===== src/logic/corr_defs.svh =====
// Line count, lag count and accumulator width of the correlator.
// Frame header byte.
`ifndef CORR_DEFS_SVH
`define CORR_DEFS_SVH

`default_nettype none

// number of sampled input lines.
`define CORR_LINES 4

// autocorrelation lags 1 to CORR_LAGS.
`define CORR_LAGS 4

// saturating accumulator width.
`define CORR_RES 16

// first byte of every frame.
`define CORR_HDR 8'hA5

`default_nettype wire

`endif


===== src/logic/corr_pkg.sv =====
// Packed struct types shared by the datapath and the checker.
// ctrl_t, sample_t, counts_t, lags_t and frame_t.
`include "corr_defs.svh"
`default_nettype none

package corr_pkg;

	typedef struct packed {
		logic [`CORR_LINES-1:0] inv_mask; // per-line inversion.
		logic [`CORR_LINES-1:0] edge_mask; // per-line change detection.
		logic                   integrating;
		logic                   clear; // one cycle.
		logic                   send; // one cycle.
	} ctrl_t;

	typedef struct packed {
		logic [`CORR_LINES-1:0] bits;
		logic                   gate; // sample counts when high.
	} sample_t;

	// line 0 sits in the most significant word.
	typedef struct packed {
		logic [0:`CORR_LINES-1][`CORR_RES-1:0] cnt;
	} counts_t;

	// line-major, index 0 is lag 1.
	typedef struct packed {
		logic [0:`CORR_LINES-1][0:`CORR_LAGS-1][`CORR_RES-1:0] acc;
	} lags_t;

	typedef struct packed {
		logic [7:0] hdr;
		counts_t    counts;
		lags_t      lags;
	} frame_t;

endpackage

`default_nettype wire


===== src/logic/cmd_parser.sv =====
// Command byte decoder.
// Holds the masks and the integrating level, pulses clear and send.
`default_nettype none

module cmd_parser (
	input  wire logic         intclk,
	input  wire logic         arst_n,
	input  wire logic [7:0]   cmd_byte,
	input  wire logic         cmd_strobe,
	output corr_pkg::ctrl_t   ctrl
);

	localparam logic [3:0] OP_INVERT = 4'h1;
	localparam logic [3:0] OP_EDGE   = 4'h2;
	localparam logic [3:0] OP_START  = 4'h3;
	localparam logic [3:0] OP_STOP   = 4'h4;

	logic [3:0] opcode;
	logic [3:0] arg;

	assign opcode = cmd_byte[7:4];
	assign arg    = cmd_byte[3:0];

	always_ff @(posedge intclk or negedge arst_n) begin
		if (!arst_n) begin
			ctrl <= '0;
		end else begin
			ctrl.clear <= 1'b0; // pulses last one cycle.
			ctrl.send  <= 1'b0;
			if (cmd_strobe) begin
				case (opcode)
					OP_INVERT: begin
						ctrl.inv_mask <= arg;
					end
					OP_EDGE: begin
						ctrl.edge_mask <= arg;
					end
					OP_START: begin
						ctrl.clear       <= 1'b1;
						ctrl.integrating <= 1'b1;
					end
					OP_STOP: begin
						ctrl.integrating <= 1'b0;
						ctrl.send        <= 1'b1;
					end
					default: begin
						// unknown opcode, nothing changes.
					end
				endcase
			end
		end
	end

endmodule

`default_nettype wire


===== src/logic/line_conditioner.sv =====
// Input line register with inversion, edge detection and gating.
`include "corr_defs.svh"
`default_nettype none

module line_conditioner (
	input  wire logic                   intclk,
	input  wire logic                   arst_n,
	input  wire logic [`CORR_LINES-1:0] line_in,
	input  corr_pkg::ctrl_t             ctrl,
	output corr_pkg::sample_t           sample
);

	logic [`CORR_LINES-1:0] inv_line;
	logic [`CORR_LINES-1:0] prev_line;
	logic [`CORR_LINES-1:0] change;

	assign inv_line = line_in ^ ctrl.inv_mask;
	assign change   = inv_line ^ prev_line;

	always_ff @(posedge intclk or negedge arst_n) begin
		if (!arst_n) begin
			prev_line <= '0;
			sample    <= '0;
		end else begin
			prev_line   <= inv_line; // kept whether gated or not.
			sample.bits <= (inv_line & ~ctrl.edge_mask) | (change & ctrl.edge_mask);
			sample.gate <= ctrl.integrating;
		end
	end

endmodule

`default_nettype wire


===== src/logic/pulse_counter.sv =====
// Saturating per-line counters of active gated samples.
`include "corr_defs.svh"
`default_nettype none

module pulse_counter (
	input  wire logic          intclk,
	input  wire logic          arst_n,
	input  corr_pkg::sample_t  sample,
	input  wire logic          clear,
	output corr_pkg::counts_t  counts
);

	always_ff @(posedge intclk or negedge arst_n) begin
		if (!arst_n) begin
			counts <= '0;
		end else if (clear) begin
			counts <= '0;
		end else if (sample.gate) begin
			for (int i = 0; i < `CORR_LINES; i++) begin
				if (sample.bits[i] && counts.cnt[i] != '1) begin
					counts.cnt[i] <= counts.cnt[i] + 1'b1; // stops at all ones.
				end
			end
		end
	end

endmodule

`default_nettype wire


===== src/logic/lag_correlator.sv =====
// Per-line sample history and lag 1 to CORR_LAGS autocorrelation.
// Accumulators saturate at all ones.
`include "corr_defs.svh"
`default_nettype none

module lag_correlator (
	input  wire logic          intclk,
	input  wire logic          arst_n,
	input  corr_pkg::sample_t  sample,
	input  wire logic          clear,
	output corr_pkg::lags_t    lags
);

	// hist[i][k] holds line i as it was k+1 samples ago.
	logic [`CORR_LINES-1:0][`CORR_LAGS-1:0] hist;

	always_ff @(posedge intclk or negedge arst_n) begin
		if (!arst_n) begin
			hist <= '0;
		end else if (clear) begin
			hist <= '0;
		end else begin
			for (int i = 0; i < `CORR_LINES; i++) begin
				hist[i] <= {hist[i][`CORR_LAGS-2:0], sample.bits[i]}; // every sample.
			end
		end
	end

	always_ff @(posedge intclk or negedge arst_n) begin
		if (!arst_n) begin
			lags <= '0;
		end else if (clear) begin
			lags <= '0;
		end else if (sample.gate) begin
			for (int i = 0; i < `CORR_LINES; i++) begin
				for (int k = 0; k < `CORR_LAGS; k++) begin
					if (sample.bits[i] && hist[i][k] && lags.acc[i][k] != '1) begin
						lags.acc[i][k] <= lags.acc[i][k] + 1'b1;
					end
				end
			end
		end
	end

endmodule

`default_nettype wire


===== src/logic/packet_tx.sv =====
// Frame latch and nibble shifter.
// Sends header, counts and lags, most significant nibble first.
`include "corr_defs.svh"
`default_nettype none

module packet_tx (
	input  wire logic          intclk,
	input  wire logic          arst_n,
	input  wire logic          send,
	input  corr_pkg::counts_t  counts,
	input  corr_pkg::lags_t    lags,
	output logic [3:0]         nib,
	output logic               nib_valid,
	output logic               busy
);

	localparam int FW   = $bits(corr_pkg::frame_t);
	localparam int NIBS = FW / 4;

	corr_pkg::frame_t frame_now;
	logic [FW-1:0]    frame_vec;
	logic [FW-1:0]    shreg;
	logic [6:0]       left; // nibbles still to go after this one.
	logic             load;

	assign frame_now.hdr    = `CORR_HDR;
	assign frame_now.counts = counts;
	assign frame_now.lags   = lags;
	assign frame_vec        = frame_now;

	// header leads while the accumulators take their last sample.
	assign nib = load ? frame_vec[FW-1 -: 4] : shreg[FW-1 -: 4];

	always_ff @(posedge intclk or negedge arst_n) begin
		if (!arst_n) begin
			busy      <= 1'b0;
			nib_valid <= 1'b0;
			load      <= 1'b0;
			left      <= '0;
		end else begin
			load <= 1'b0;
			if (!busy) begin
				if (send) begin
					busy      <= 1'b1;
					nib_valid <= 1'b1;
					load      <= 1'b1;
					left      <= 7'(NIBS - 1);
				end
			end else if (left == '0) begin
				busy      <= 1'b0; // last nibble done.
				nib_valid <= 1'b0;
			end else begin
				left <= left - 1'b1;
			end
		end
	end

	always_ff @(posedge intclk) begin
		if (load) begin
			shreg <= {frame_vec[FW-5:0], 4'h0}; // first nibble already out.
		end else if (busy) begin
			shreg <= {shreg[FW-5:0], 4'h0};
		end
	end

endmodule

`default_nettype wire


===== src/logic/correlator_top.sv =====
// Pulse correlator top level.
// Command decoder, line conditioner, accumulators and nibble transmitter.
`include "corr_defs.svh"
`default_nettype none

module correlator_top (
	input  wire logic                   intclk,
	input  wire logic                   arst_n,
	input  wire logic [`CORR_LINES-1:0] line_in,
	input  wire logic [7:0]             cmd_byte,
	input  wire logic                   cmd_strobe,
	output logic [3:0]                  nib,
	output logic                        nib_valid,
	output logic                        busy
);

	corr_pkg::ctrl_t   ctrl;
	corr_pkg::sample_t sample;
	corr_pkg::counts_t counts;
	corr_pkg::lags_t   lags;

	cmd_parser i_cmd_parser (
		.intclk     (intclk),
		.arst_n     (arst_n),
		.cmd_byte   (cmd_byte),
		.cmd_strobe (cmd_strobe),
		.ctrl       (ctrl)
	);

	line_conditioner i_line_conditioner (
		.intclk  (intclk),
		.arst_n  (arst_n),
		.line_in (line_in),
		.ctrl    (ctrl),
		.sample  (sample)
	);

	pulse_counter i_pulse_counter (
		.intclk (intclk),
		.arst_n (arst_n),
		.sample (sample),
		.clear  (ctrl.clear),
		.counts (counts)
	);

	lag_correlator i_lag_correlator (
		.intclk (intclk),
		.arst_n (arst_n),
		.sample (sample),
		.clear  (ctrl.clear),
		.lags   (lags)
	);

	packet_tx i_packet_tx (
		.intclk    (intclk),
		.arst_n    (arst_n),
		.send      (ctrl.send),
		.counts    (counts),
		.lags      (lags),
		.nib       (nib),
		.nib_valid (nib_valid),
		.busy      (busy)
	);

endmodule

`default_nettype wire


===== config.mk =====
export PLATFORM = sky130hd
export DESIGN_NAME = correlator_top
export DESIGN_NICKNAME = d
export VERILOG_FILES = /design/src/logic/corr_pkg.sv /design/src/logic/cmd_parser.sv /design/src/logic/line_conditioner.sv /design/src/logic/pulse_counter.sv /design/src/logic/lag_correlator.sv /design/src/logic/packet_tx.sv /design/src/logic/correlator_top.sv
export VERILOG_INCLUDE_DIRS = /design/src /design/src/logic
export SDC_FILE = /design/constraint.sdc
export NUM_CORES = 1
export LEC_CHECK = 0
export BUFFER_PORTS_ARGS = -buffer_cell sky130_fd_sc_hd__clkbuf_2
export CAP_MARGIN = 20
export CORE_MARGIN = 4
export CORE_UTILIZATION = 53
export CTS_BUF_LIST = sky130_fd_sc_hd__clkbuf_16
export DETAILED_ROUTE_END_ITERATION = 7
export PLACE_DENSITY = 0.67
export SETUP_SLACK_MARGIN = 0.5
export SLEW_MARGIN = 20
export SYNTH_ARGS = -nofsm -noshare
export SYNTH_HDL_FRONTEND = slang
export SYNTH_SLANG_ARGS = --single-unit
export TNS_END_PERCENT = 5

===== constraint.sdc =====
create_clock -name intclk -period 8.81 [get_ports intclk]
set_input_delay 0.881 -clock intclk [delete_from_list [all_inputs] [get_ports intclk]]
set_output_delay 0.881 -clock intclk [all_outputs]
set_load 0.005 [all_outputs]

**Word-level counts from Yosys, hierarchy flattened**

Cells that the tools add are included.

- $add $sub $neg: 21
- $mul: 0
- Divide/modulo/power cells: 0
- Magnitude comparators: 0
- Equality and inequality tests: 26
- Shift-type cells: 0
- Multiplexer cells: 42
- Bitwise operators: 6
- Reductions and logical operators: 86

Operator list:

| operator | count |
|---|---|
| 324-bit 2-to-1 mux | 2 |
| 256-bit 2-to-1 mux | 2 |
| 16-bit 2-to-1 mux | 21 |
| 16-bit by 1-bit adder with 16-bit output (second input constant) | 20 |
| 16-bit inequality test (second input constant) | 20 |
| 64-bit 2-to-1 mux | 2 |
| 2-bit AND reduction | 25 |
| 2-bit nonzero test | 24 |
| 1-bit logical AND | 36 |
| 7-bit 2-to-1 mux | 3 |
| 1-bit 2-to-1 mux | 9 |
| 4-bit bitwise AND | 2 |
| 4-bit by 2-bit == test with 1-bit output (second input constant) | 2 |
| 4-bit bitwise XOR | 2 |
| 7-bit zero test | 1 |
| 7-bit by 1-bit subtractor with 7-bit output (second input constant) | 1 |
| 4-bit by 1-bit == test with 1-bit output (second input constant) | 1 |
| 4-bit by 3-bit == test with 1-bit output (second input constant) | 1 |
| 4-bit 2-to-1 mux | 1 |
| 2-bit inequality test (second input constant) | 2 |
| 4-bit NOT | 1 |
| 4-bit bitwise OR | 1 |
| 2-bit 2-to-1 mux | 1 |
| 1-bit case mux with 2 select lines | 1 |

- Register bits: 690
- Latch bits: 0
- RAM bits: 0
- ROM bits: 0
- Bits of input ports: 15
- Memories: 0

**Depth between registers and ports, before layout**

Gate-level depths: netlist of the first run.

- Depth in word-level cells: 5
- Mapped depth: 8
- Depth with buffers taken out: 6

**Hierarchy**

Synthesis of the first run repeated with hierarchy kept, for this count alone.

- Cell total of the unflattened synthesis: 2647
- Area, all modules: 32478.6 sq um

By module, submodules not included:

| module | instances | cells an instance | area each (sq um) | sequential area each (sq um) |
|---|---|---|---|---|
| lag_correlator | 1 | 1486 | 14204.9 | 6806.5 |
| packet_tx | 1 | 751 | 14056.0 | 9939.5 |
| pulse_counter | 1 | 362 | 3422.0 | 1601.5 |
| cmd_parser | 1 | 27 | 455.4 | 275.3 |
| line_conditioner | 1 | 21 | 340.3 | 225.2 |

**Worst setup path before layout of the first run**

OpenSTA, ideal clock, no wires.

- Path type: register -> register
- From: register i_packet_tx.load
- To: register i_packet_tx.shreg[100], enable pin
- Library setup time: 550 ps
- Arrival: 4939 ps
- Data required time: 8260 ps
- Path slack: 3321 ps
- Stages on the path, launching flop included: 5
- Buffers on the path: 3
- Cells stage by stage: dfrtp_1 > clkbuf_1 > clkbuf_1 > clkbuf_1 > or2_2

- Cells in the longest elaborated chain, start to end: 1

RTL lines:

| element | RTL line | source |
|---|---|---|
| start, declared | packet_tx.sv:24 | `logic load;` |
| start signal, assigned | packet_tx.sv:38 | `load <= 1'b0;` |
| start signal, assigned | packet_tx.sv:41 | `load <= 1'b0;` |
| start signal, assigned | packet_tx.sv:46 | `load <= 1'b1;` |
| 2-bit nonzero test (no source line) | - |  |
| end signal, assigned | packet_tx.sv:60 | `shreg <= {frame_vec[FW-5:0], 4'h0};` |
| end signal, assigned | packet_tx.sv:62 | `shreg <= {shreg[FW-5:0], 4'h0};` |
| end, declared | packet_tx.sv:22 | `logic [FW-1:0] shreg;` |

No other way between the ends.
A chain may end at the register's enable or synchronous reset.

**Worst setup path after layout of the first run**

- From: register i_packet_tx.busy
- To: register i_packet_tx.shreg[250], enable pin

- Cells in the longest elaborated chain, start to end: 1

RTL lines:

| element | RTL line | source |
|---|---|---|
| start, declared | packet_tx.sv:14 | `output logic busy` |
| start signal, assigned | packet_tx.sv:36 | `busy <= 1'b0;` |
| start signal, assigned | packet_tx.sv:44 | `busy <= 1'b1;` |
| start signal, assigned | packet_tx.sv:50 | `busy <= 1'b0;` |
| 2-bit nonzero test (no source line) | - |  |

No other way between the ends.

==> impl_results.md, run 1 <==
- Status: finished, final reports clean
- Placed cell areas: 33,000 um2
- PostCTS Resize Cnt: 0
- Peak supply drop: 0.000228 V
- Wire length on met2: 28,800 um
- Post-Synthesis Cells: 2,652
- Max Root-Sink Buffers: 3
- Yosys top cell area share: 29.9%
- Asr flop ratio synth: 53.0%
- CP Max Fanout: 64
- Num CTS Buffers: 75
- Crit-path most repeated cell: buf_4
- Total number of vias: 20,300
- Boundary pin count: 21
- DRT Pass-1 Iters: 5
- Mean Syn Cell Area: 12.1 um2
- RePlAce Congestion: 0.822
- Max Used Layer: met4
- Wire length per cell: 17.4 um
- Clock sink count: 690
- M1 WL: 28,800 um
- RR Endpoint: i_packet_tx.shreg[250]
- First-pass GRT wire length: 103,000 um
- Worst reg2reg path depth: 3
- Cell type with the largest total area after synthesis: edfxtp_1
- Post-route cell area: 35,400 um2
- Cell Pwr Density: 286 nW/um2
- Diode count: 0
- Least-Margin Pin Slew: 1130 ps
- Post-detail-place hpwl: 37,300 um
- Fin Hold WS: 239 ps
- Met3 wire length: 2130 um
- Largest net degree at the start of global routing: 189
- Lkg Pwr: 13.7 nW
- H-tree levels: 3
- Crit-path cells: or2_4 -> buf_4 -> buf_4
- DR iter-0 viols: 1,315
- Commonest cells post-synth: dfrtp_1 (366), nor2_1 (335), mux2_2 (325), edfxtp_1 (320), xnor2_1 (166)
- RSZ-0062 raised after global routing: false
- Crit start category: flop
- CTS tree: done
- Main synth FF type: dfrtp_1
- Root Driver: clkbuf_16
- Worst path slowest cell: buf_4
- Post-Syn Area: 32,100 um2
- WP data arrival: 3310 ps
- Clock Skew: 18.9 ps
- Final nets: 2,704
- Vias per inst: 5.79
- Clk slew on worst S/H paths: 60 ps
- FF-to-FF Start: i_packet_tx.busy
- Yosys warns: 0
- Net count after synthesis: 2,689
- CP peak stage delay: 730 ps
- Final setup violation count: 0
- Final slew viol count: 0
- Final ANT Viol Nets: 0
- Core area: 59,500 um2
- Post-CTS setup buffers: 0
- Die ar.: 64,600 um2
- GR Util All Layers: 19.2%
- Die Ht: 254 um
- Synth cell types: 65
- Count of final hold-check violations: 0
- Register bit total from synthesis: 690
- Non-Filler Instances: 3,502
- Largest cells by area after synthesis: edfxtp_1 (30%), dfrtp_1 (29%), mux2_2 (11%), xnor2_1 (4.5%), nor2_1 (3.9%)
- Sequential-to-total area share from yosys stat: 58.7%
- End point of the critical path: i_packet_tx.shreg[250]
- Drt total wl: 61,000 um
- Die W: 254 um
- F_max: 325 MHz
- Post-synth EDFFs: 320
- Worst rel slew slack: 24.4%
- Grt ovf: 0
- Initial antenna violation count: 1
- Crit path required time: 9040 ps
- CTS hold repair buffers: 0
- Initial Utilization: 54.0%
- Clock period minus worst slack: 3080 ps
- Area grow syn2layout: 10.3%
- Sum Neg Setup Slack: 0 ps
- Clock latency on the worst-skew pair: 610 ps
- Hold Crit Class: primary input to async pin
- Crit path kind: flop to flop
- # Max-Cap Violations: 0
- PortBufs: 20
- R2r setup slk: 5730 ps
- Dpl cells: 3,361
- Row Count: 89
- Vias in the first global route: 20,300
- Count leader, synth: dfrtp_1
- Crit. End Element: flop
- Critical Path Start: i_packet_tx.busy
- Number of fillers in the final layout: 4,860
- Share of layout cells above drive strength 1: 18.4%
- Final period util: 35.0%
- DRC viols: 0
[how the worst min path moves through the flow]
| stage | end | depth (start not counted) |
|---|---|---|
| 2_1_floorplan | i_line_conditioner.sample[0] | 0 |
| 3_3_place_gp | i_line_conditioner.sample[0] | 0 |
| 3_5_place_dp | i_line_conditioner.sample[0] | 0 |
| 4_1_cts | i_pulse_counter.counts[57] | 1 |
| 5_1_grt | i_pulse_counter.counts[58] | 1 |
| 6_report | i_pulse_counter.counts[57] | 1 |
[state kept, by name, summed over array words and instances (netlist names)]
name	count
i_packet_tx.shreg	324
i_lag_correlator.lags	256
i_pulse_counter.counts	64
i_lag_correlator.hist	16
i_cmd_parser.ctrl	11
i_packet_tx.left	7
i_line_conditioner.sample	5
i_line_conditioner.prev_line	4
i_packet_tx.busy	1
i_packet_tx.load	1
i_packet_tx.nib_valid	1
[critical path, delay by kind of cell (launching register included)]
kind | cells | cell delay, ps
buffers and inverters | 2 | 1400
AND/OR/NAND/NOR | 1 | 530
flip-flops | 1 | 680
[report_power, final]
part | internal (mW) | switching [mW]
clock | 1.82 | 1.27
combinational | 0.841 | 0.861
sequential | 4.80 | 0.528
[logic make-up after synthesis]
| family | Yosys count | share of synthesized area (%) |
|---|---|---|
| AND/OR/NAND/NOR | 1031 | 16.5 |
| flip-flops | 690 | 58.7 |
| multiplexers | 342 | 11.9 |
| XOR/XNOR | 255 | 6.95 |
| AO/OA/AOI/OAI | 185 | 3.47 |
| buffers and inverters | 127 | 1.59 |
| adder cells (fa/ha/maj) | 22 | 0.857 |
[cells in the final DEF (no fill, tap or decap), types with 45 or more instances in the layout]
| cell | netlist | final |
|---|---|---|
| dfrtp_1 | 366 | 363 |
| nor2_1 | 335 | 335 |
| mux2_2 | 325 | 325 |
| edfxtp_1 | 320 | 320 |
| xnor2_1 | 166 | 166 |
| nand2_1 | 132 | 132 |
| nand3_1 | 105 | 105 |
| nand4_1 | 96 | 96 |
| nor3_1 | 90 | 90 |
| xor2_1 | 89 | 89 |
| clkbuf_16 | 0 | 78 |
| a21oi_1 | 67 | 67 |
| o21ai_0 | 45 | 45 |
[layout make-up]
type,instances,area (um2),area share [%]
Multi-Input combinational cell,1835,12800,36.1
Clock inverter,61,485,1.37
Timing Repair Buffer,42,310,0.876
Inverter,23,86.3,0.244
Tap cell,773,967,2.73
Clock buffer,78,1950,5.51
Sequential cell,690,18900,53.2
[through the flow]
stage / util (%) / power [mW] / setup WS, ps
6_report: 59.6 / 10.1 / 5730
3_5_place_dp: 55.4 / 7.11 / 5710
2_1_floorplan: - / 6.59 / 3320
3_3_place_gp: 55.4 / 7.03 / 5800
5_1_grt: 59.6 / 10.7 / 5510
4_1_cts: 59.5 / 10.3 / 5680
[per-layer routing]
layer  GRT usage, %  up-vias
li1               -     9733
met1           27.2    10100
met2           31.1      334
met3           3.17       97
met4           5.14        0
met5              0        -
Power figures use the tool's default switching activity.
==> inputs of run 2 (changes only) <==
Settings changed: PLACE_DENSITY 0.67 to 0.69.
Clock period 8.81 ns to 2.8 ns, I/O delays scaled along.
==> impl_results.md, run 2 (synthesis gave the netlist of run 1 again) <==
- Biggest regs: i_packet_tx.shreg: 324 flops, i_lag_correlator.lags: 256 flops, i_pulse_counter.counts: 64 flops
- Final ANT Viol Nets: 0 (unchanged)
- DRC viols: 0 (unchanged)
- Final slew viol count: 0 (unchanged)
- Vias per inst: 5.77 (-0.39%)
- Status: finished, final reports clean
- Placed cell areas: 33,400 um2 (+1.2%)
- DRT Pass-1 Iters: 5 (unchanged)
- Final setup violation count: 0 (unchanged)
- Number of fillers in the final layout: 4,694 (-3.4%)
- Wire length per cell: 17.5 um (+0.54%)
- Num CTS Buffers: 74 (-1.3%)
- Row Count: 89 (unchanged)
- Top reg by flops: i_packet_tx.shreg
- Core area: 59,500 um2 (unchanged)
- Post-place setup slack: 594 ps (-5110 ps)
- Crit path required time: 2520 ps (-6520 ps)
- Die ar.: 64,600 um2 (unchanged)
- Clock period minus worst slack: 2220 ps
- F_max: 450 MHz
- Peak supply drop: 0.000543 V (+140%)
- Cell Pwr Density: 884 nW/um2 (+210%)
- Lkg Pwr: 13.9 nW (+1.6%)
- # Max-Cap Violations: 0 (unchanged)
- Max Root-Sink Buffers: 3 (unchanged)
- Commonest non-fill, non-tap cell in the layout: dfrtp_1
- Max reg flops: 324 (unchanged)
- Final nets: 2,741 (+1.4%)
- Post-CTS setup buffers: 0 (unchanged)
- Root Driver: clkbuf_16
- Final worst slack: 579 ps (-5150 ps)
- H-tree levels: 3 (unchanged)
- Area grow syn2layout: 11.3%
- Vias in the first global route: 20,600 (+1.5%)
- Die Ht: 254 um (unchanged)
- RePlAce Congestion: 0.858 (+4.4%)
- Hold Crit Class: primary input to flop
- Diode count: 0 (unchanged)
- Pwr Total: 31.6 mW (+210%)
- Dpl cells: 3,390 (+0.86%)
- CP Max Fanout: 30 (-53%)
- Crit path kind: flop to output pin
- Share of layout cells above drive strength 1: 18.6% (+0.17 points)
- Crit. End Element: output pin
- GR Util All Layers: 19.5% (+0.34 points)
- Clock latency on the worst-skew pair: 610 ps (about the same)
- Clock Skew: 18.0 ps (-0.904 ps)
- Most frequent cells in the layout: dfrtp_1 (364), nor2_1 (335), mux2_2 (325)
- Worst rel slew slack: 47.2% (+23 points)
- CTS tree: done
- Clk slew on worst S/H paths: 60 ps (about the same)
- Initial antenna violation count: 1 (unchanged)
- Post-route cell area: 35,800 um2 (+0.90%)
- Count of final hold-check violations: 0 (unchanged)
- Initial Utilization: 54.0% (unchanged)
- Die W: 254 um (unchanged)
- Largest net degree at the start of global routing: 98 (-48%)
- Boundary pin count: 21 (unchanged)
- Total number of vias: 20,400 (+0.58%)
- Final period util: 79.3%
- DR iter-0 viols: 1,106 (-16%)
- Non-Filler Instances: 3,536 (+0.97%)
- Grt ovf: 0 (unchanged)
- R2r setup slk: 600 ps (-5130 ps)
- Post-detail-place hpwl: 39,400 um (+5.7%)
- Drt total wl: 62,000 um (+1.5%)
- RSZ-0062 raised after global routing: true
- PortBufs: 20 (unchanged)
- Area occupied by multi-input gates: 12,800 um2 (about the same)
- Fin Hold WS: 50.5 ps (-189 ps)
- WP data arrival: 1940 ps (-1370 ps)
- Clock sink count: 690 (unchanged)
- First-pass GRT wire length: 105,000 um (+2.0%)
- Least-Margin Pin Slew: 785 ps (-349 ps)
- Register area: 18,900 um2 (about the same)
- Crit start category: flop
run 2: cell count changes in the layout (fill, tap and decap cells not counted), sizes merged, moves of 4 or more:
cell         change
buf             +28
clkinv           -4
dlygate4sd3     +11
inv              +8
run 2: layer usage:
layer	global-route usage (%)	part of all wire (%)
met2	31.6	47
met3	2.99	3.3
met5	0	0
met1	27.8	47
met4	5.24	2.2
run 2: power breakdown:
group | internal, mW | leakage [nW] | switching [mW] | total, mW
sequential | 15.1 | 8.21 | 1.62 | 16.7
combinational | 2.86 | 4.44 | 2.87 | 5.73
clock | 5.28 | 1.24 | 3.89 | 9.17
total | 23.2 | 13.9 | 8.39 | 31.6
run 2: layout make-up:
cell class | instances | area share [%]
tap | 773 | 2.71
multi-input combinational | 1835 | 35.7
timing repair buffer | 80 | 2.24
clock buffer | 76 | 5.32
clock inverter | 59 | 1.04
sequential | 690 | 52.7
inverter | 23 | 0.241
run 2: worst max-delay path, cell delays in order, from the launching register on:
cell and delay (ps):
dfrtp_4 650, buf_4 300, or2_2 290, clkbuf_2 110
run 2: metrics by stage:
step / setup TNS (ps) / util, %
after CTS: 0 / 60.1
after global placement: 0 / 56.1
after global routing: 0 / 60.1
after detailed placement: 0 / 56.1
after floorplan: -224980 / -
final: 0 / 60.1
run 2: repair_timing:
action	in CTS	in global routing
hold buffers	11	0
resized for setup	0	1
hold endpoints to repair	71	0
endpoints found under the setup margin	0	7
run 2: path summary, 6_finish.rpt:
path	startpoint	to	depth (start not counted)
worst max-delay path	i_packet_tx.load	nib[3]	3
worst min-delay path	cmd_byte[4]	i_cmd_parser.ctrl[2]	3
worst max register to register	i_line_conditioner.sample[0]	i_lag_correlator.lags[43]	6
worst min register to register	i_cmd_parser.ctrl[2]	i_line_conditioner.sample[0]	0
max in group asynchronous	arst_n	i_lag_correlator.lags[90]	3
min in group asynchronous	arst_n	i_pulse_counter.counts[62]	2
==> inputs of run 3 (changes only) <==
Settings changed: PLACE_DENSITY 0.69 to 0.67.
Clock period 2.8 ns to 2.1 ns, I/O delays scaled along.
==> impl_results.md, run 3 (synthesis gave the netlist of run 1 again) <==
- Crit path required time: 2620 ps (+100 ps)
- GR Util All Layers: 19.8% (+0.32 points)
- DR iter-0 viols: 1,265 (+14%)
- DRC viols: 0 (unchanged)
- Share of layout cells above drive strength 1: 27.1% (+8.5 points)
- Final slew viol count: 0 (unchanged)
- Clk slew on worst S/H paths: 60 ps (about the same)
- Vias in the first global route: 20,600 (-0.044%)
- Root Driver: clkbuf_16
- Biggest regs: i_packet_tx.shreg: 324 flops, i_lag_correlator.lags: 256 flops, i_pulse_counter.counts: 64 flops
- Clock latency on the worst-skew pair: 610 ps (about the same)
- Hold Crit Class: primary input to async pin
- Final ANT Viol Nets: 0 (unchanged)
- Peak supply drop: 0.000883 V (+62%)
- Diode count: 0 (unchanged)
- Final nets: 2,867 (+4.6%)
- CTS tree: done
- Max reg flops: 324 (unchanged)
- Cell Pwr Density: 1150 nW/um2 (+30%)
- Non-Filler Instances: 3,665 (+3.6%)
- PortBufs: 20 (unchanged)
- Post-detail-place hpwl: 40,300 um (+2.2%)
- First-pass GRT wire length: 106,000 um (+1.2%)
- Initial antenna violation count: 1 (unchanged)
- Crit start category: flop
- Worst rel slew slack: 52.2% (+5.0 points)
- H-tree levels: 3 (unchanged)
- Status: finished, final reports clean
- Die ar.: 64,600 um2 (unchanged)
- Clock period minus worst slack: 2010 ps
- Crit. End Element: flop
- Commonest non-fill, non-tap cell in the layout: dfrtp_1
- Clock sink count: 690 (unchanged)
- Boundary pin count: 21 (unchanged)
- Initial Utilization: 54.0% (unchanged)
- RePlAce Congestion: 0.845 (-1.5%)
- Max Root-Sink Buffers: 3 (unchanged)
- Crit path kind: flop to flop
- Clock Skew: 24.7 ps (+6.72 ps)
- Area grow syn2layout: 18.2%
- Pwr Total: 43.6 mW (+38%)
- RSZ-0062 raised after global routing: true
- Most frequent cells in the layout: dfrtp_1 (338), nor2_1 (332), mux2_2 (325)
- Drt total wl: 65,800 um (+6.2%)
- Top reg by flops: i_packet_tx.shreg
- Core area: 59,500 um2 (unchanged)
- Row Count: 89 (unchanged)
- Largest net degree at the start of global routing: 83 (-15%)
- Final period util: 95.8%
- Vias per inst: 5.75 (-0.32%)
- Total number of vias: 21,100 (+3.3%)
- Final setup violation count: 0 (unchanged)
- Wire length per cell: 17.9 um (+2.4%)
- CP Max Fanout: 6 (-80%)
- Die Ht: 254 um (unchanged)
- Die W: 254 um (unchanged)
- Lkg Pwr: 14.8 nW (+6.5%)
- Least-Margin Pin Slew: 707 ps (-77.7 ps)
- Num CTS Buffers: 75 (+1.4%)
- # Max-Cap Violations: 0 (unchanged)
- Grt ovf: 0 (unchanged)
- DRT Pass-1 Iters: 5 (unchanged)
- Dpl cells: 3,435 (+1.3%)
- F_max: 497 MHz
- Count of final hold-check violations: 0 (unchanged)
- WP data arrival: 2530 ps (+590 ps)
==> run 3: cell types whose count changed in the layout (fill, tap and decap cells not counted), moves of 13 or more <==
cell / delta
nor3_1: -17
buf_4: +95
nand3_1: -16
clkinv_1: +13
dfrtp_1: -26
dfrtp_2: +26
inv_1: -18
==> run 3: path summary, 6_finish.rpt <==
kind	start	to	slack (ps)	cells after the start
min	arst_n	i_pulse_counter.counts[60]	150	2
max	i_line_conditioner.sample[0]	i_lag_correlator.lags[43]	90	7
max reg2reg	i_line_conditioner.sample[0]	i_lag_correlator.lags[43]	90	7
min reg2reg	i_cmd_parser.ctrl[2]	i_line_conditioner.sample[0]	390	0
max in group asynchronous	arst_n	i_lag_correlator.lags[135]	1230	3
min in group intclk	line_in[1]	i_line_conditioner.prev_line[1]	360	3
==> run 3: repair_timing <==
action / CTS / global route
resized for setup: 39 / 174
setup endpoints to repair: 438 / 809
pin swaps: 4 / 52
hold buffers: 14 / 0
buffers inserted: 13 / 59
endpoints found under the hold margin: 349 / 0
gates cloned: 1 / 4
==> run 3: cell type report <==
cell class	instances	area (um2)
clock buffers	77	1930
clock inverters	62	453
fillers	4446	21500
inverters	23	86.3
multi-input cells	1835	13700
flip-flops and latches	690	18900
well taps	773	967
repair buffers	205	1990
==> run 3: report_power, final <==
group / internal, mW / switching, mW
combinational: 4.46 / 4.28
clock: 7.41 / 5.24
sequential: 20.1 / 2.16
==> run 3: per-layer routing <==
metal	routed length [um]	global-route usage [%]	vias up	share of wire (%)
li1	-	-	10000	-
met1	30700	28.8	10500	47
met2	31200	31.8	434	47
met3	2530	3.10	106	3.8
met4	1350	4.94	2	2.1
met5	16	0	-	0.024
==> run 3: stage by stage <==
step	area, um2	util (%)	hold WS [ps]	TNS, ps	worst slack, ps
6_report	38000	63.8	153	0	88.2
5_1_grt	38000	63.8	190	0	49.2
4_1_cts	36600	61.6	162	0	173
3_5_place_dp	33800	56.8	178	0	110
3_3_place_gp	33800	56.8	170	0	165
2_1_floorplan	32100	-	-85.6	-448980	-1400
==> run 3: critical path: stages, from the launching register on <==
cell and delay, ps:
dfrtp_2 410, buf_6 130, buf_12 150, nand3_2 130, or3_4 410, a21o_1 200
or3_4 340, a21oi_2 140
